$ cat src/design/hub_pkg.sv
/*
 * Shared widths, port count and memory depth of the memory hub
 * Vector typedefs and the arbiter state encoding
 */

`default_nettype none

package hub_pkg;

  //////////////////////////////
  // Sizes
  //////////////////////////////

  localparam int NUM_PORTS  = 4;   // External master ports
  localparam int ADDR_W     = 32;  // Byte address
  localparam int DATA_W     = 32;
  localparam int SEL_W      = DATA_W / 8;
  localparam int PORT_IDX_W = 2;   // Enough for NUM_PORTS
  localparam int MEM_WORDS  = 256;
  localparam int WORD_IDX_W = 8;   // log2 of MEM_WORDS

  //////////////////////////////
  // Types
  //////////////////////////////

  typedef logic [ADDR_W-1:0]     addr_t;
  typedef logic [DATA_W-1:0]     data_t;
  typedef logic [SEL_W-1:0]      sel_t;
  typedef logic [PORT_IDX_W-1:0] port_idx_t;
  typedef logic [WORD_IDX_W-1:0] word_idx_t;

  // Arbiter FSM
  typedef enum logic {
    ARB_IDLE = 1'b0,  // No owner, looking for a cyc
    ARB_BUSY = 1'b1   // Grant held until the owner drops cyc
  } arb_state_e;

endpackage

`default_nettype wire

$ cat src/design/bus_mux.sv
/*
 * Request steering from the granted master port to the memory target
 * Response routing of ack, err and read data back to that port
 */

`default_nettype none

module bus_mux (
  input  hub_pkg::port_idx_t                          grant_idx_i,
  input  logic                                        grant_valid_i,
  // Master ports
  input  logic [hub_pkg::NUM_PORTS-1:0]               port_cyc_i,
  input  logic [hub_pkg::NUM_PORTS-1:0]               port_stb_i,
  input  logic [hub_pkg::NUM_PORTS-1:0]               port_we_i,
  input  hub_pkg::addr_t [hub_pkg::NUM_PORTS-1:0]     port_adr_i,
  input  hub_pkg::data_t [hub_pkg::NUM_PORTS-1:0]     port_dat_i,
  input  hub_pkg::sel_t  [hub_pkg::NUM_PORTS-1:0]     port_sel_i,
  output hub_pkg::data_t [hub_pkg::NUM_PORTS-1:0]     port_dat_o,
  output logic [hub_pkg::NUM_PORTS-1:0]               port_ack_o,
  output logic [hub_pkg::NUM_PORTS-1:0]               port_err_o,
  // Target side
  output logic                                        tgt_cyc_o,
  output logic                                        tgt_stb_o,
  output logic                                        tgt_we_o,
  output hub_pkg::addr_t                              tgt_adr_o,
  output hub_pkg::data_t                              tgt_dat_o,
  output hub_pkg::sel_t                               tgt_sel_o,
  output hub_pkg::port_idx_t                          tgt_tga_o,
  input  hub_pkg::data_t                              tgt_dat_i,
  input  logic                                        tgt_ack_i,
  input  logic                                        tgt_err_i
);

  import hub_pkg::*;

  //////////////////////////////
  // Request path
  //////////////////////////////

  always_comb begin
    tgt_cyc_o = 1'b0;
    tgt_stb_o = 1'b0;
    tgt_we_o  = 1'b0;
    tgt_adr_o = '0;
    tgt_dat_o = '0;
    tgt_sel_o = '0;
    tgt_tga_o = '0;
    if (grant_valid_i) begin
      tgt_cyc_o = port_cyc_i[grant_idx_i];
      tgt_stb_o = port_cyc_i[grant_idx_i] & port_stb_i[grant_idx_i];
      tgt_we_o  = port_we_i[grant_idx_i];
      tgt_adr_o = port_adr_i[grant_idx_i];
      tgt_dat_o = port_dat_i[grant_idx_i];
      tgt_sel_o = port_sel_i[grant_idx_i];
      tgt_tga_o = grant_idx_i;            // Tag with the owning port
    end
  end

  //////////////////////////////
  // Response path
  //////////////////////////////

  // Only the owner sees a response, the rest stay quiet
  always_comb begin
    for (int p = 0; p < NUM_PORTS; p++) begin
      if (grant_valid_i && grant_idx_i == port_idx_t'(p)) begin
        port_ack_o[p] = tgt_ack_i;
        port_err_o[p] = tgt_err_i;
        port_dat_o[p] = tgt_dat_i;
      end else begin
        port_ack_o[p] = 1'b0;
        port_err_o[p] = 1'b0;
        port_dat_o[p] = '0;
      end
    end
  end

endmodule

`default_nettype wire

$ cat config.mk
export PLATFORM = sky130hd
export DESIGN_NAME = bus_mux
export DESIGN_NICKNAME = d
export VERILOG_FILES = /design/src/design/hub_pkg.sv /design/src/design/bus_mux.sv
export SDC_FILE = /design/constraint.sdc
export NUM_CORES = 1
export LEC_CHECK = 0
export BUFFER_PORTS_ARGS = -buffer_cell sky130_fd_sc_hd__buf_2
export CAP_MARGIN = 0
export CORE_AREA = 2 2 208 210
export DETAILED_ROUTE_END_ITERATION = 12
export DIE_AREA = 0 0 210 212
export PLACE_DENSITY_LB_ADDON = 0.3
export SYNTH_ARGS = -nofsm -noshare
export SYNTH_HDL_FRONTEND = slang
export SYNTH_SLANG_ARGS = --single-unit
$ cat constraint.sdc
create_clock -name vclk -period 2.3
set_input_delay 0.345 -clock vclk [all_inputs]
set_output_delay 0.345 -clock vclk [all_outputs]
set_load 0.005 [all_outputs]
; ---- Word level (Yosys, flattened, before mapping)
; Index checks and enable logic that the tools add are counted.
[op_classes]
magnitude_cmp = 1
eq_ne = 3
mux = 31
bitwise = 1
reduce_logical = 5
[op_table]
columns = cell, n
row1 = 2-to-1 mux 32 bit, 8
row2 = binary-select mux 32 bit (select 2 bit), 2
row3 = 2-to-1 mux 1 bit, 14
row4 = binary-select mux 4 bit (select 2 bit), 1
row5 = 2-to-1 mux 4 bit, 2
row6 = binary-select mux 1 bit (select 2 bit), 3
row7 = == test 2 bit (second input constant), 2
row8 = logical AND 1 bit, 4
row9 = less-than comparator 2 x 3 -> 1 bit (second input constant), 1
row10 = == test 2 x 1 -> 1 bit (second input constant), 1
row11 = logical NOT 2 bit, 1
row12 = 2-to-1 mux 2 bit, 1
row13 = bitwise AND 1 bit, 1
[totals]
ff_bits = 0
in_bits = 321
out_inout_bits = 209
wordCells = 41

; ---- Logic depth before layout (Yosys ltp)
[depth]
depth_word = 4
mapped_depth = 6
mapped_depth_nobuf = 3

; ---- Worst setup path before layout
; No wires, ideal clock.
[synth_path]
path_type = input to output
startpoint = input port grant_idx_i[0]
endpoint = output port tgt_adr_o[18]
arrival_ps = 1324
required_time_ps = 1955
setup_slack_ps = 631
path_stages = 4
n_path_buf = 2
path_cell_list = buf_6 > buf_12 > mux4_2 > and2_1
[synth_between]
elab_chain_cells = 3
[synth_rtl]
columns = element, line_no
row1 = "start, declared", bus_mux.sv:9  ; input hub_pkg::port_idx_t grant_idx_i,
row2 = binary-select mux 32 bit (select 2 bit), bus_mux.sv:52  ; tgt_adr_o = port_adr_i[grant_idx_i];
row3 = 2-to-1 mux 32 bit (implied by the code), bus_mux.sv:52
row4 = 2-to-1 mux 32 bit, bus_mux.sv:48  ; if (grant_valid_i) begin
row5 = "end, declared", bus_mux.sv:25  ; output hub_pkg::addr_t tgt_adr_o,
; No other way between the ends. The select of a mux whose other input is x is not followed.

; ---- Worst setup path in the final report
[layout_path]
startpoint = input port grant_idx_i[0]
endpoint = output port tgt_dat_o[29]
[layout_between]
elab_chain_cells = 3
[layout_rtl]
columns = element, line_no
row1 = binary-select mux 32 bit (select 2 bit), bus_mux.sv:53  ; tgt_dat_o = port_dat_i[grant_idx_i];
row2 = 2-to-1 mux 32 bit (implied by the code), bus_mux.sv:53
row3 = 2-to-1 mux 32 bit, bus_mux.sv:48
row4 = "end, declared", bus_mux.sv:26  ; output hub_pkg::data_t tgt_dat_o,
; No other way between the ends. The select of a mux whose other input is x is not followed.

==> results.py <==
metrics = {
    "layout": {
        "drive_above_1_share_pct": 74.5,
        "final_cell_mix": "buf_2 (528), and2_1 (207), mux4_2 (69), buf_4 (14), buf_12 (6)",
        "nFillCells": 4831,
        "seqCellArea_um2": 0,
        "design.seq.count": 0,
        "final_common_cell": "buf_2",
        "nClkBuffers": 0,
        "synthToLayoutAreaGrowth_pct": 101,
        "final_cell_area_um2": 6530,
        "multi_input_area_um2": 2960,
        "nNetsFinal": 1159,
    },
    "global_routing": {
        "grt_max_degree": 39,
        "grt_overflow": 0,
        "grt_pass1_vias": 4933,
        "antenna_found_initial": 10,
        "grt_pass1_wl_um": 27500,
        "grt_use_total_pct": 8.03,
    },
    "job": {
        "max_cap_violations": 0,
    },
    "floorplan": {
        "die_y_um": 212,
        "fp.dieArea_um2": 44500,
        "start_util_pct": 7.64,
        "fp-row-count": 76,
        "die_w_um": 210,
        "core-area_um2": 42500,
        "ios": 530,
    },
    "detailed_routing": {
        "first_pass_iters": 4,
        "avgRoutedWirePerCell_um": 14.7,
        "drt_iter0_markers": 110,
        "drc": 0,
        "postRouteAntennaNets": 0,
        "routed_wl_um": 20300,
        "viasPerCell": 3.45,
        "vias": 4780,
    },
    "logic_synthesis": {
        "synth_area_um2": 3250,
        "muxShareOfSynthArea_pct": 49.3,
        "synth_simple_gate_area_share_pct": 41.6,
        "synthAdderAreaFrac_pct": 0,
        "synth_xor_xnor_area_share_pct": 0,
        "synthCells": 324,
        "synth-warning-count": 0,
        "synth_top_family_by_area": "multiplexers",
        "seq_area_frac_synth_pct": 0,
        "avgSynthCellArea_um2": 10.0,
        "synth_compound_area_share_pct": 0.193,
        "synthDistinctLibCells": 17,
        "syn-num-nets": 645,
    },
    "outcome": {
        "status": "completed",
    },
    "clock_tree": {
        "cts_resized": 0,
        "cts_setup_buffers": 0,
        "cts_hold_buf": 0,
    },
    "min_path": {
        "hold_depth": 3,
        "min_path_type": "primary input to output port",
        "min_to": "port_dat_o[4]",
        "hp-start": "tgt_dat_i[4]",
    },
    "power_and_ir_drop": {
        "ir_drop_mv": 0.0490,
        "leakage_nw": 3.55,
        "powerDensity_nw_per_um2": 153,
    },
    "placed_design": {
        "gp_congestion": 0.823,
        "placed_area_um2": 6520,
        "io_buffers": 530,
        "place_ws_ns": 0.265,
        "dp_hpwl_um": 18100,
    },
    "worst_setup_path": {
        "critPathTopFamily": "multiplexers",
        "crit_chain": "buf_4 > buf_12 > mux4_2 > and2_1 > buf_2",
        "crit_buf_inv": 3,
        "slowest_delay_ns": 0.60,
        "crit_path_max_fanout": 29,
        "required_ns": 1.96,
        "endpoint_kind": "output port",
        "cp.arrival_ns": 1.66,
        "critPathKind": "primary input to output port",
        "cp_slowest_cell": "mux4_2",
        "start_kind": "primary input",
    },
    "sta": {
        "slew_headroom_pct": 78.1,
        "finalCritPeriodShare_pct": 87.3,
        "fmax_ghz": 0.498,
        "tns_ns": 0,
        "finalCriticalPeriod_ns": 2.01,
        "drv_slew": 0,
        "setup_ws_ns": 0.291,
        "setup_violations": 0,
        "rsz0062_at_grt": "false",
        "hold_viol": 0,
        "tightest_slew_ns": 0.328,
    },
}
-- cell usage after synthesis, types with 2 or more instances --
library cell  instances  share of area, %
buf_1                 2              0.23
and2_1              207                40
mux2i_1               2              0.62
nor2_1                2              0.23
clkbuf_2             12               1.8
buf_12                7               4.3
mux4_2               69                48
nor2_4                2              0.69
buf_2                 6              0.92
inv_1                 2              0.23
clkbuf_1              7              0.81
-- report_power, final --
| group | switching (mW) | internal [mW] | leakage (nW) |
|---|---|---|---|
| combinational | 0.399 | 0.598 | 3.55 |
| clock | 0 | 0.000000233 | 0.0000254 |
| sequential | 0 | 0 | 0 |
| total | 0.399 | 0.598 | 3.55 |
-- how the worst max path moves through the flow --
stage | start | endpoint | slack [ns] | cells past startpoint
floorplan | grant_idx_i[0] | tgt_adr_o[18] | 0.63 | 4
global placement | grant_idx_i[0] | tgt_dat_o[29] | 0.29 | 5
detailed placement | grant_idx_i[0] | tgt_dat_o[29] | 0.26 | 5
CTS | grant_idx_i[0] | tgt_dat_o[29] | 0.26 | 5
global route | grant_idx_i[0] | tgt_dat_o[29] | 0.22 | 5
finish | grant_idx_i[0] | tgt_dat_o[29] | 0.29 | 5
-- cell type report --
class / instances / share of cell area (%)
diodes: 4 / 0.153
well taps: 546 / 10.5
multi-input cells: 286 / 45.4
inverters: 2 / 0.115
repair buffers: 548 / 43.9
-- logic make-up (layout without fill, tap and decap cells) --
group           Yosys count  after routing
mux                      72             72
simple gates            213            213
buf+inv                  38            550
other cells               0              4
compound gates            1              1
-- stage by stage --
step	power, mW	hold WS [ns]	std cells	utilization (%)
final	0.997	0.988	1386	15.4
after global routing	1.08	0.999	1386	15.4
after CTS	1.01	0.989	1382	15.3
after detailed placement	1.01	0.987	1382	15.3
after global placement	1.01	0.986	1382	15.3
after floorplan	0.470	0.800	324	-
-- layer usage --
| layer | track usage (%) | vias up | share of wire (%) |
|---|---|---|---|
| li1 | - | 2182 | - |
| met1 | 8.33 | 2225 | 35 |
| met2 | 15.8 | 323 | 52 |
| met3 | 1.52 | 38 | 8.2 |
| met4 | 3.11 | 12 | 3.9 |
| met5 | 0 | - | 0.45 |
Power figures use the tool's default switching activity.
