File: src/design/hub_pkg.sv
/*
 * Shared widths, port count and memory depth of the memory hub
 * Vector typedefs and the arbiter state encoding
 */

`default_nettype none

package hub_pkg;

  //////////////////////////////
  // Sizes
  //////////////////////////////

  localparam int NUM_PORTS  = 4;   // External master ports
  localparam int ADDR_W     = 32;  // Byte address
  localparam int DATA_W     = 32;
  localparam int SEL_W      = DATA_W / 8;
  localparam int PORT_IDX_W = 2;   // Enough for NUM_PORTS
  localparam int MEM_WORDS  = 256;
  localparam int WORD_IDX_W = 8;   // log2 of MEM_WORDS

  //////////////////////////////
  // Types
  //////////////////////////////

  typedef logic [ADDR_W-1:0]     addr_t;
  typedef logic [DATA_W-1:0]     data_t;
  typedef logic [SEL_W-1:0]      sel_t;
  typedef logic [PORT_IDX_W-1:0] port_idx_t;
  typedef logic [WORD_IDX_W-1:0] word_idx_t;

  // Arbiter FSM
  typedef enum logic {
    ARB_IDLE = 1'b0,  // No owner, looking for a cyc
    ARB_BUSY = 1'b1   // Grant held until the owner drops cyc
  } arb_state_e;

endpackage

`default_nettype wire

File: src/design/port_arbiter.sv
/*
 * Round-robin arbiter over the master cyc lines
 * Grant is held for the whole bus cycle of the owner
 */

`default_nettype none

module port_arbiter (
  input  logic                             periph_clk,
  input  logic                             rst_i,
  input  logic [hub_pkg::NUM_PORTS-1:0]    cyc_i,
  output hub_pkg::port_idx_t               grant_idx_o,
  output logic                             grant_valid_o
);

  import hub_pkg::*;

  arb_state_e state_q;
  port_idx_t  grant_q;
  port_idx_t  last_q;      // Last port granted, search starts after it

  port_idx_t  pick_idx;
  logic       pick_found;
  port_idx_t  cand;

  //////////////////////////////
  // Round-robin pick
  //////////////////////////////

  // First requesting port after last_q, wrapping around once
  always_comb begin
    pick_found = 1'b0;
    pick_idx   = last_q;
    cand       = last_q;
    for (int i = 1; i <= NUM_PORTS; i++) begin
      cand = port_idx_t'((int'(last_q) + i) % NUM_PORTS);
      if (!pick_found && cyc_i[cand]) begin
        pick_found = 1'b1;
        pick_idx   = cand;
      end
    end
  end

  //////////////////////////////
  // FSM
  //////////////////////////////

  always_ff @(posedge periph_clk) begin
    if (rst_i) begin
      state_q <= ARB_IDLE;
      grant_q <= '0;
      last_q  <= port_idx_t'(NUM_PORTS - 1);  // Port 0 wins first
    end else begin
      case (state_q)
        ARB_IDLE: begin
          if (pick_found) begin
            state_q <= ARB_BUSY;
            grant_q <= pick_idx;
            last_q  <= pick_idx;
          end
        end
        ARB_BUSY: begin
          // Owner gave up the bus
          if (!cyc_i[grant_q]) begin
            state_q <= ARB_IDLE;
          end
        end
        default: state_q <= ARB_IDLE;
      endcase
    end
  end

  assign grant_idx_o   = grant_q;
  assign grant_valid_o = (state_q == ARB_BUSY);

endmodule

`default_nettype wire

File: config.mk
export PLATFORM = sky130hd
export DESIGN_NAME = port_arbiter
export DESIGN_NICKNAME = d
export VERILOG_FILES = /design/src/design/hub_pkg.sv /design/src/design/port_arbiter.sv
export SDC_FILE = /design/constraint.sdc
export NUM_CORES = 1
export LEC_CHECK = 0
export ABC_AREA = 1
export BUFFER_PORTS_ARGS = -buffer_cell sky130_fd_sc_hd__buf_2
export CORE_MARGIN = 2
export CORE_UTILIZATION = 41
export CTS_CLUSTER_SIZE = 10
export DETAILED_ROUTE_END_ITERATION = 12
export GPL_TIMING_DRIVEN = 0
export PLACE_DENSITY = 0.65
export SKIP_LAST_GASP = 1
export SLEW_MARGIN = 20
export SYNTH_ARGS = -nofsm -noshare
export SYNTH_HDL_FRONTEND = slang
export SYNTH_SLANG_ARGS = --single-unit
File: constraint.sdc
create_clock -name periph_clk -period 2.2 [get_ports periph_clk]
set_input_delay 0.66 -clock periph_clk [delete_from_list [all_inputs] [get_ports periph_clk]]
set_output_delay 0.66 -clock periph_clk [all_outputs]
set_load 0.005 [all_outputs]
After elaboration in Yosys (flattened, before gate mapping)
Cells that the tools add are included.
{ "totals": {"regBits": 5, "elab_cells": 41} }
{ "classes": {"add_sub_neg": 4, "order_cmp": 5, "mux": 21, "bitwise_logic": 1, "reduce_logical": 7} }
{ "op_table": {"columns": ["operator", "n"], "rows": [
  ["$lt A2 B3 Y1 const B", 5],
  ["$mux W1", 11],
  ["$bmux W1 S2", 5],
  ["$mux W2", 4],
  ["$add A2 B1 Y2 const B", 2],
  ["$add A2 B2 Y2 const B", 2],
  ["$logic_and A1 B1 Y1", 3],
  ["$logic_not A1 Y1", 3],
  ["$pmux W1 S2", 1],
  ["$reduce_and A2 Y1", 1],
  ["$not A1 Y1", 1]
]} }

Depth between registers and ports, before layout
Gate-level depths: netlist (run 1).
{ "logic_depth": {"depth_word": 15, "depth_mapped": 12} }

Worst setup path after synthesis (run 1)
OpenSTA, ideal clock, no wires.
{ "synth_path": {"path_kind": "input -> register", "startpoint": "in cyc_i[1] in the netlist's numbering", "endpoint": "reg last_q[0]", "setup_time_ns": 0.122, "arrival_time_ns": 1.272, "setup_slack_ns": 0.807, "path_stages": 10, "n_path_buf": 0, "cell_sequence": "inv_1 nand2_1 nand2_1 nand2_1 nand2_1 nand2_1 nor2_1 nor2_1 nand2_1 nand3_1"} }
{ "synth_between": {"elab_chain_cells": 13, "word_cells_on_any_way": 23, "cone_classes": "16 x mux; 7 x reduce/logical"} }
{ "synth_lines": {"columns": ["element", "line_no", "source"], "rows": [
  ["start: declaration", "port_arbiter.sv:11", "input logic [hub_pkg::NUM_PORTS-1:0] cyc_i,"],
  ["$bmux W1 S2", "port_arbiter.sv:37", "if (!pick_found && cyc_i[cand]) begin"],
  ["$mux W1 (implied by the code)", "port_arbiter.sv:37", null],
  ["$mux W1", "port_arbiter.sv:37", null],
  ["$logic_not A1 Y1", "port_arbiter.sv:37", null],
  ["$logic_and A1 B1 Y1", "port_arbiter.sv:37", null],
  ["$mux W1", "port_arbiter.sv:37", null],
  ["$logic_not A1 Y1", "port_arbiter.sv:37", null],
  ["$logic_and A1 B1 Y1", "port_arbiter.sv:37", null],
  ["$mux W1", "port_arbiter.sv:37", null],
  ["$logic_not A1 Y1", "port_arbiter.sv:37", null],
  ["$logic_and A1 B1 Y1", "port_arbiter.sv:37", null],
  ["$mux W1", "port_arbiter.sv:37", null],
  ["$reduce_and A2 Y1 (no source line)", null, null],
  ["end signal: assignment", "port_arbiter.sv:52", "last_q <= port_idx_t'(NUM_PORTS - 1);"],
  ["end signal: assignment", "port_arbiter.sv:59", "last_q <= pick_idx;"],
  ["end: declaration", "port_arbiter.sv:20", "port_idx_t last_q;"]
]} }
Several ways; a longest one is shown, not always the timed one. The select of a mux whose other input is x is not followed.
A chain may end at the register's enable or synchronous reset.

Final worst setup path (run 1)
{ "layout_path": {"startpoint": "reg grant_q[0] (netlist: grant_idx_o[0])", "endpoint": "out grant_idx_o[0]"} }
{ "layout_rtl": {"columns": ["element", "line_no", "source"], "rows": [
  ["start: declaration", "port_arbiter.sv:19", "port_idx_t grant_q;"],
  ["start signal: assignment", "port_arbiter.sv:58", "grant_q <= pick_idx;"],
  ["end: declaration", "port_arbiter.sv:12", "output hub_pkg::port_idx_t grant_idx_o,"]
]} }
No word-level cell between the ends.

==> results of run 1 <==
sequential cells by signal (all words and copies together) (netlist names):
register,flops
grant_valid_o,1
last_q,2
grant_idx_o,2
metrics by stage:
step	area (µm²)	cells
floorplan	543	93
global placement	602	116
detailed placement	602	116
CTS	628	120
global route	628	120
finish	628	120
cell type report:
| type | instances | area [µm²] | share of cell area [%] |
|---|---|---|---|
| Buffer | 2 | 22.5 | 3.59 |
| Inverter | 10 | 42.5 | 6.77 |
| Tap cell | 15 | 18.8 | 2.99 |
| Clock buffer | 4 | 26.3 | 4.18 |
| Multi-Input combinational cell | 76 | 378 | 60.2 |
| Timing Repair Buffer | 8 | 40.0 | 6.37 |
| Sequential cell | 5 | 100 | 15.9 |
placed cells by master, fill, tap and decap left out:
cell      Yosys  final
nand2_1      37     37
a21oi_1       4      4
nor2_2        2      2
buf_6         2      2
o21ai_0       4      4
nand2_4       2      2
nand2_2      15     15
nand3_2       1      1
inv_2         1      1
o211ai_1      2      2
clkbuf_4      0      3
inv_6         1      1
nor2_1        3      3
dfxtp_1       5      5
inv_1         8      8
clkbuf_1      0      1
buf_2         0      8
a21oi_2       1      1
nand3_1       5      5
how the worst min path moves through the flow:
| stage | start | endpoint | slack, ns | cells after the start |
|---|---|---|---|---|
| after floorplan | grant_idx_o[1] | grant_idx_o[1] | 0.47 | 2 |
| after detailed placement | grant_idx_o[1] | grant_idx_o[1] | 0.49 | 2 |
| after global placement | grant_idx_o[1] | grant_idx_o[1] | 0.48 | 2 |
| after global routing | grant_idx_o[1] | grant_idx_o[1] | 0.52 | 2 |
| after CTS | grant_idx_o[1] | grant_idx_o[1] | 0.50 | 2 |
| final | grant_idx_o[1] | grant_idx_o[1] | 0.49 | 2 |
cells by family (layout without fill, tap and decap cells):
kind of cell | count (synthesis) | in the layout | synth area share [%]
and+or+nand+nor | 65 | 65 | 57.8
buffers and inverters | 12 | 24 | 12.0
AOI/OAI and AO/OA | 11 | 11 | 11.8
DFF | 5 | 5 | 18.4
power by group through the flow:
stage | sequential, µW | combinational (µW) | clock, µW
after CTS | 167 | 631 | 109
after floorplan | 166 | 516 | 0
after global placement | 167 | 624 | 0
final | 167 | 625 | 106
after detailed placement | 170 | 628 | 0
after global routing | 173 | 710 | 116
routing by layer:
layer	share of wire, %	wire length (µm)	GRT usage (%)	up-vias
li1	-	-	-	313
met1	49	531	23.0	244
met2	44	471	22.2	22
met3	7.4	80	8.33	0
met4	0	0	0	0
met5	0	0	0	-
worst min-delay path, cell delays in order, from the launching register on:
cell	delay [ns]
dfxtp_1	0.32
nand2_1	0.07
a21oi_1	0.05
==> key figures, run 1 <==
Run status
  • Status: completed

Worst setup path
  • Arrival time worst endpoint: 0.80 ns
  • CP max FO: 6
  • CP max stage delay: 0.41 ns
  • Kind of cell adding the most delay to the critical path: flip-flops
  • FF-to-FF Start: last_q[0]
  • Reg-to-reg slack, setup: around 0.90 ns
  • Crit. path cell count: 1
  • Worst path cell trace: buf_2
  • Critical Path Sink Type: output port
  • Critical path required time: 1.54 ns
  • Slowest CP cell: dfxtp_1
  • Crit path to: grant_idx_o[0]
  • WP buf/inv: 1
  • WS Path Type: reg -> out
  • Worst Setup Start Kind: register
  • FF-to-FF End: last_q[0]
  • Worst r2r path cells: 10
  • Crit path from: grant_idx_o[0]

Clock network
  • Htree depth: 1
  • Worst skew pair latency: roughly 0.24 ns
  • Clock sinks: 5
  • Max clock buf depth: 2
  • Setup Fix Bufs, Post-CTS: 0
  • Hold-fix buffers, CTS: 0
  • Post-CTS sizing: 0
  • CTS Root Cell: clkbuf_4
  • CTS tree: built
  • CTS Buf Count: 3
  • Clock slew at reported path FFs: roughly 0.04 ns

STA
  • Setup TNS: 0 ns
  • Hold_ws: slightly below 0.5 ns
  • Unrepaired setup endpoints after global routing: false
  • Slew HR: 85.4%
  • Share of the clock period used by the worst path: approximately 66%
  • Final Critical Period: 1.46 ns
  • Final Hold Viols: 0
  • Fmax: roughly 700 MHz
  • Post-route setup slack: 0.744 ns
  • Clock Skew: ~0.0036 ns
  • Fin. max-slew vios: 0
  • Worst-Margin Slew: 0.219 ns
  • Setup violators final: 0

Layout
  • # fillers: approximately 140
  • Antenna cells: 0
  • Syn-to-layout area delta: 15.7%
  • Finished Core Util: between 40% and 50%
  • Fin nets: roughly 110
  • Share of cells above drive strength 1: 34.3%

Floorplan
  • Starting density of the core: around 43%
  • Die area: between 1500 and 2000 µm²
  • Rows: 13
  • I/O pins: 9
  • Die W: 40.4 µm
  • Core area: 1270 µm²
  • Die height: a little over 40 µm

Logic synthesis
  • EDFF count, synth: 0
  • Register area share after synthesis: between 10% and 20%
  • Top-area cell type share of the netlist area: 25.6%
  • Synth Flop Type: dfxtp_1
  • Avg Synthesized Cell Area: between 5 and 6 µm²
  • Synthesis Warnings: 0
  • Synth cell types: 16
  • Asr flop ratio synth: 0%
  • Most common cell in the netlist: nand2_1
  • Post-Synthesis Cells: 93
  • #FFs+latches synth: 5
  • Yosys top cell by area: nand2_1
  • Post-synth top cells: nand2_1, nand2_2, inv_1
  • Mapped Area: roughly 540 µm²
  • Synth area leaders: nand2_1, dfxtp_1, nand2_2, inv_1, nand3_1
  • Syn_nets: 99

GRT
  • Initial antenna violation count: 0
  • Gr ovfl total: 0
  • Largest net degree at the start of global routing: 11
  • First-pass GRT wire length: around 1700 µm
  • Vias in the first global route: 409
  • Total Routing Usage GR: ~16%

Power
  • Peak supply drop: between 0.0006 and 0.0007 V
  • Sequential share of power: approximately a fifth
  • Static leakage: 0.000341 µW
  • Clock share of power: a little under an eighth
  • Gate power share: 69.7%
  • Pwr Total: approximately 900 µW
  • Internal power: approximately 440 µW
  • Switching share of power: about half
  • PwrDens: ~1400 nW/µm²
  • Switching Power: between 400 and 500 µW

Min path
  • Hold Path Class: reg -> reg

Routing
  • Total wire length: ~1100 µm
  • Routed Antenna Nets: 0
  • DRT Pass-1 Iters: 4
  • First DRT Iteration DRCs: 26
  • Via count: 579
  • Via/cell ratio: just under 5
  • Routed len/inst: between 9 and 10 µm
  • DR DRC count: 0

Placed design
  • Post-DP HPWL: roughly 860 µm
  • PortBufs: 8
  • Worst slack at placement: 0.546 ns
  • Final RePlAce weighted congestion: ~0.74

Run
  • Max Cap Violations: 0
Power figures use the tool's default switching activity.
==> inputs of run 2 (changes only) <==
--- a/config.mk
+++ b/config.mk
@@ -5,14 +5,14 @@
 export SDC_FILE = /design/constraint.sdc
 export NUM_CORES = 1
 export LEC_CHECK = 0
-export ABC_AREA = 1
+export ABC_AREA = 0
 export BUFFER_PORTS_ARGS = -buffer_cell sky130_fd_sc_hd__buf_2
-export CORE_MARGIN = 2
-export CORE_UTILIZATION = 41
+export CORE_AREA = 2 2 39 41
 export CTS_CLUSTER_SIZE = 10
 export DETAILED_ROUTE_END_ITERATION = 12
+export DIE_AREA = 0 0 41 43
 export GPL_TIMING_DRIVEN = 0
-export PLACE_DENSITY = 0.65
+export PLACE_DENSITY = 0.42
 export SKIP_LAST_GASP = 1
 export SLEW_MARGIN = 20
 export SYNTH_ARGS = -nofsm -noshare
==> constraint.sdc (replaced) <==
create_clock -name periph_clk -period 1.5 [get_ports periph_clk]
set_input_delay 0.45 -clock periph_clk [delete_from_list [all_inputs] [get_ports periph_clk]]
set_output_delay 0.45 -clock periph_clk [all_outputs]
set_load 0.005 [all_outputs]
==> run 2 against run 1 <==
First-iteration DRC count decreased by 85%; final area decreased by 44%; count of clock-buffer cells in the layout unchanged; die area increased by 8.1%; non-clock buffer count decreased by 2; setup slack got worse by 0.51 ns; critical endpoint is now last_q[0]; highest routed layer is now met4.
==> key figures, run 2 <==
Floorplan
  • Rows: 14
  • Die area: ~1800 µm²
  • Die height: ~43 µm
  • Core area: 1380 µm²
  • Starting density of the core: a little under a fifth
  • I/O pins: 9
  • Die W: ~40 µm

STA
  • Final Hold Viols: 0
  • Setup TNS: 0 ns
  • Final Critical Period: 1.27 ns
  • Fin. max-slew vios: 0
  • Share of the clock period used by the worst path: approximately 85%
  • Slew HR: between 70% and 80%
  • Setup violators final: 0
  • Clock Skew: 0.00151 ns
  • Fmax: roughly 790 MHz
  • Hold_ws: 0.425 ns
  • Unrepaired setup endpoints after global routing: false
  • Worst-Margin Slew: 0.342 ns

Logic synthesis
  • Synth Flop Type: dfxtp_1
  • Asr flop ratio synth: 0%
  • Yosys top cell by area: dfxtp_1
  • Post-Synthesis Cells: 32
  • Avg Synthesized Cell Area: between 8 and 9 µm²
  • Synth area leaders: dfxtp_1, a21oi_1, mux4_2, nor2_1, a2111oi_2
  • Register area share after synthesis: 37.9%
  • EDFF count, synth: 0
  • Top-area cell type share of the netlist area: 37.9%
  • Mapped Area: around 260 µm²
  • Syn_nets: 38
  • Post-synth top cells: a21oi_1, dfxtp_1, nor2_1
  • Synth cell types: 15
  • Synthesis Warnings: 0
  • #FFs+latches synth: 5

Clock network
  • Max clock buf depth: 2
  • Worst skew pair latency: around 0.24 ns
  • Htree depth: 1
  • Clock slew at reported path FFs: roughly 0.040 ns
  • Setup Fix Bufs, Post-CTS: 0
  • CTS Buf Count: 3
  • CTS Root Cell: clkbuf_4
  • Post-CTS sizing: 0
  • Clock sinks: 5
  • Hold-fix buffers, CTS: 0
  • CTS tree: built

Routing
  • First DRT Iteration DRCs: 4
  • Routed len/inst: ~10 µm
  • DRT Pass-1 Iters: 4
  • Routed Antenna Nets: 0
  • DR DRC count: 0
  • Via count: 276
  • Via/cell ratio: 4.60
  • Total wire length: 608 µm

Run
  • Max Cap Violations: 0

Worst setup path
  • WS Path Type: reg -> reg
  • WP buf/inv: 0
  • Slowest CP cell: dfxtp_1
  • Critical Path Sink Type: register
  • Kind of cell adding the most delay to the critical path: compound AO/OA/AOI/OAI gates
  • CP max FO: 6
  • Arrival time worst endpoint: approximately 1.4 ns
  • Critical path required time: approximately 1.6 ns
  • Worst path cell trace: or2b_1 -> a21oi_1 -> a2111oi_2 -> o21bai_1
  • Worst Setup Start Kind: register
  • CP max stage delay: between 0.4 and 0.5 ns

Layout
  • Syn-to-layout area delta: 32.7%
  • Most frequent cells in the layout: buf_2, nor2_1, a21oi_1, dfxtp_1, nand2_1
  • Antenna cells: 0
  • Fin nets: between 50 and 60
  • Share of cells above drive strength 1: between 20% and 30%
  • Most common cell after layout, fill and taps aside: buf_2

Placed design
  • Final RePlAce weighted congestion: between 0.6 and 0.7
  • PortBufs: 8
  • Post-DP HPWL: between 400 and 500 µm

GRT
  • Largest net degree at the start of global routing: 7
  • First-pass GRT wire length: 1020 µm
  • Initial antenna violation count: 0
  • Gr ovfl total: 0
  • Vias in the first global route: 254
  • Total Routing Usage GR: under 10%

Power
  • PwrDens: 1160 nW/µm²
  • Peak supply drop: 0.000382 V
  • Static leakage: 0.000169 µW

Run status
  • Status: completed

Min path
  • Hold Path Class: in -> reg
## run 2: cell types whose count changed after synthesis, sizes merged, moves of 2 or more
cell / delta
nand2: -50
inv: -7
nand3: -6
o21ai: -3
buf: -2
o211ai: -2
## run 2: logic make-up after synthesis
kind of cell,Yosys count,share of synthesized area [%]
AO/OA/AOI/OAI,11,28.4
AND/OR/NAND/NOR,12,20.9
buffers and inverters,3,4.27
multiplexers,1,8.53
flip-flops,5,37.9
## run 2: metal layers
layer | track usage [%] | wire [µm] | up-vias
li1 | - | - | 139
met2 | 11.9 | 238 | 14
met1 | 11.7 | 294 | 121
met3 | 3.14 | 57 | 2
met4 | 6.00 | 18 | 0
met5 | 0 | 0 | -
## run 2: path summary, 6_finish.rpt
path,start,to,slack (ns),cells after the start
max,last_q[1],last_q[0],0.23,4
min,rst_i,grant_idx_o[1],0.43,2
max reg2reg,last_q[1],last_q[0],0.23,4
min reg2reg,grant_idx_o[1],grant_idx_o[1],0.48,2
## run 2: cell type report
type                            count  area, µm²
Sequential cell                     5        100
Clock buffer                        4       26.3
Fill cell                         163       1030
Multi-Input combinational cell     24        153
Timing Repair Buffer                8       40.0
Tap cell                           16       20.0
Inverter                            3       11.3
## run 2: where the power goes
part           leakage, µW  switching (µW)  total [µW]  internal, µW
clock            0.0000150            56.1         157           101
combinational     0.000113            39.4        80.3          40.9
sequential       0.0000416            18.4         168           150
## run 2: metrics by stage
step           std cells  setup slack, ns  total power, µW  utilization [%]  instance area (µm²)
2_1_floorplan         32            0.253              219                -                  264
3_3_place_gp          56           0.0282              252             23.4                  324
3_5_place_dp          56           0.0534              250             23.4                  324
4_1_cts               60            0.242              410             25.3                  350
5_1_grt               60            0.131              434             25.3                  350
6_report              60            0.230              405             25.3                  350
==> inputs of run 3 (changes only) <==
==> constraint.sdc (replaced) <==
create_clock -name periph_clk -period 1.2 [get_ports periph_clk]
set_input_delay 0.36 -clock periph_clk [delete_from_list [all_inputs] [get_ports periph_clk]]
set_output_delay 0.36 -clock periph_clk [all_outputs]
set_load 0.005 [all_outputs]
==> run 3 against run 2 <==
Flip-flop and latch count unchanged; sequential share of layout area decreased by 0.53 points; global-route usage unchanged; clock skew about the same; setup slack got worse by 0.17 ns; wire length increased by 16%; via count decreased by 1.1%; critical endpoint is now grant_valid_o; largest cell class unchanged; largest power group unchanged.
==> key figures, run 3 (same netlist as run 2, synthesis figures left out) <==
Worst setup path
  • Worst r2r path cells: 3
  • CP max FO: 3
  • Slowest CP cell: mux4_2
  • FF-to-FF Start: grant_idx_o[0]
  • CP max stage delay: about 0.5 ns
  • WS Path Type: reg -> reg
  • Worst Setup Start Kind: register
  • Crit path to: grant_valid_o
  • Critical Path Sink Type: register
  • Arrival time worst endpoint: 1.26 ns
  • Critical path required time: between 1 and 1.5 ns
  • Crit path from: grant_idx_o[0]
  • Reg-to-reg slack, setup: 0.06 ns
  • FF-to-FF End: grant_valid_o
  • Worst path cell trace: mux4_2 -> nand2_1 -> a21oi_1

Layout
  • Fin nets: 51
  • Antenna cells: 0
  • Syn-to-layout area delta: 40.3%
  • Most frequent cells in the layout: buf_2, nor2_1, nand2_1, a21oi_1, dfxtp_1
  • Multi-input gate area in the final layout: approximately 170 µm²
  • # fillers: ~170
  • FF/Latch Area: ~100 µm²
  • Most common cell after layout, fill and taps aside: buf_2
  • Share of cells above drive strength 1: around a third
  • Finished Core Util: a little over a quarter
  • Finished Cell Area: between 300 and 400 µm²

Clock network
  • Htree depth: 1
  • Worst skew pair latency: approximately 0.24 ns
  • Setup Fix Bufs, Post-CTS: 0
  • Hold-fix buffers, CTS: 0
  • Clock slew at reported path FFs: around 0.040 ns
  • Max clock buf depth: 2
  • Clock sinks: 5
  • CTS tree: built
  • CTS Root Cell: clkbuf_4
  • CTS Buf Count: 3

Placed design
  • PortBufs: 8
  • Worst slack at placement: -0.157 ns
  • Final RePlAce weighted congestion: slightly below 0.7
  • Post-DP HPWL: ~470 µm
  • Area post-placement: 324 µm²

GRT
  • Total Routing Usage GR: 8.97%
  • Initial antenna violation count: 0
  • Gr ovfl total: 0
  • Largest net degree at the start of global routing: 7
  • First-pass GRT wire length: ~1000 µm
  • Vias in the first global route: approximately 250

STA
  • Setup violators final: 0
  • Setup TNS: 0 ns
  • Fin. max-slew vios: 0
  • Final Critical Period: around 1.1 ns
  • Post-route setup slack: between 0.05 and 0.06 ns
  • Clock Skew: 0.00143 ns
  • Worst-Margin Slew: between 0.2 and 0.3 ns
  • Final Hold Viols: 0
  • Share of the clock period used by the worst path: between 90% and 100%
  • Slew HR: 80.9%
  • Unrepaired setup endpoints after global routing: false
  • Fmax: a little under 900 MHz
  • Hold_ws: 0.344 ns

Routing
  • Via/cell ratio: around 4.6
  • Via count: approximately 270
  • DR DRC count: 0
  • DRT Pass-1 Iters: 5
  • Total wire length: between 700 and 800 µm
  • First DRT Iteration DRCs: 5
  • Routed len/inst: 11.7 µm
  • Routed Antenna Nets: 0

Floorplan
  • Starting density of the core: 19.1%
  • Die area: 1760 µm²
  • Rows: 14
  • Core area: around 1400 µm²
  • Die height: ~43 µm
  • Die W: between 40 and 50 µm
  • I/O pins: 9

Power
  • Static leakage: 0.000171 µW
  • Peak supply drop: 0.000464 V
  • PwrDens: between 1000 and 1500 nW/µm²

Run status
  • Status: completed

Min path
  • Hold Path Class: in -> reg
  • Critical hold path startpoint: rst_i

Run
  • Max Cap Violations: 0
[run 3: worst min path at each step]
stage | end | slack (ns) | depth (start not counted)
3_3_place_gp | grant_idx_o[1] | 0.48 | 2
3_5_place_dp | grant_idx_o[1] | 0.47 | 2
5_1_grt | grant_idx_o[1] | 0.34 | 2
6_report | grant_idx_o[1] | 0.34 | 2
4_1_cts | grant_idx_o[1] | 0.33 | 2
2_1_floorplan | grant_idx_o[1] | 0.43 | 1
[run 3: report_power, final]
group          internal (µW)  leakage (µW)  total [µW]  switching [µW]
Combinational           56.6      0.000114         114            57.7
Clock                    126     0.0000150         193            67.8
Sequential               188     0.0000418         212            23.7
Total                    370      0.000171         520             149
[run 3: worst max-delay path, delay by kind of cell (launching register included)]
family / cells / cell delay [ns]
multiplexers: 1 / 0.51
flip-flops: 1 / 0.37
AND/OR/NAND/NOR: 1 / 0.08
AO/OA/AOI/OAI: 1 / 0.06
[run 3: routing by layer]
metal	vias up	part of all wire, %	wire [µm]	track usage (%)
met5	-	0	0	0
met4	0	0	0	6.00
met3	0	7.0	49	3.14
met2	9	50	354	11.9
met1	125	42	298	11.7
li1	139	-	-	-
[run 3: metrics by stage]
stage                     power (µW)  cells
final                            520     60
after floorplan                  274     32
after detailed placement         313     56
after global routing             557     60
after global placement           315     56
after CTS                        514     60
[run 3: area by class of cell]
cell class	instances	share of cell area, %
repair buffers	8	10.8
multi-input cells	24	45.6
well taps	16	5.41
flip-flops and latches	5	28.0
inverters	3	3.04
clock buffers	4	7.09
[run 3: what timing repair did]
| item | CTS | global route |
|---|---|---|
| pin swaps | 0 | 1 |
| resized for setup | 1 | 3 |
| endpoints found under the setup margin | 2 | 2 |
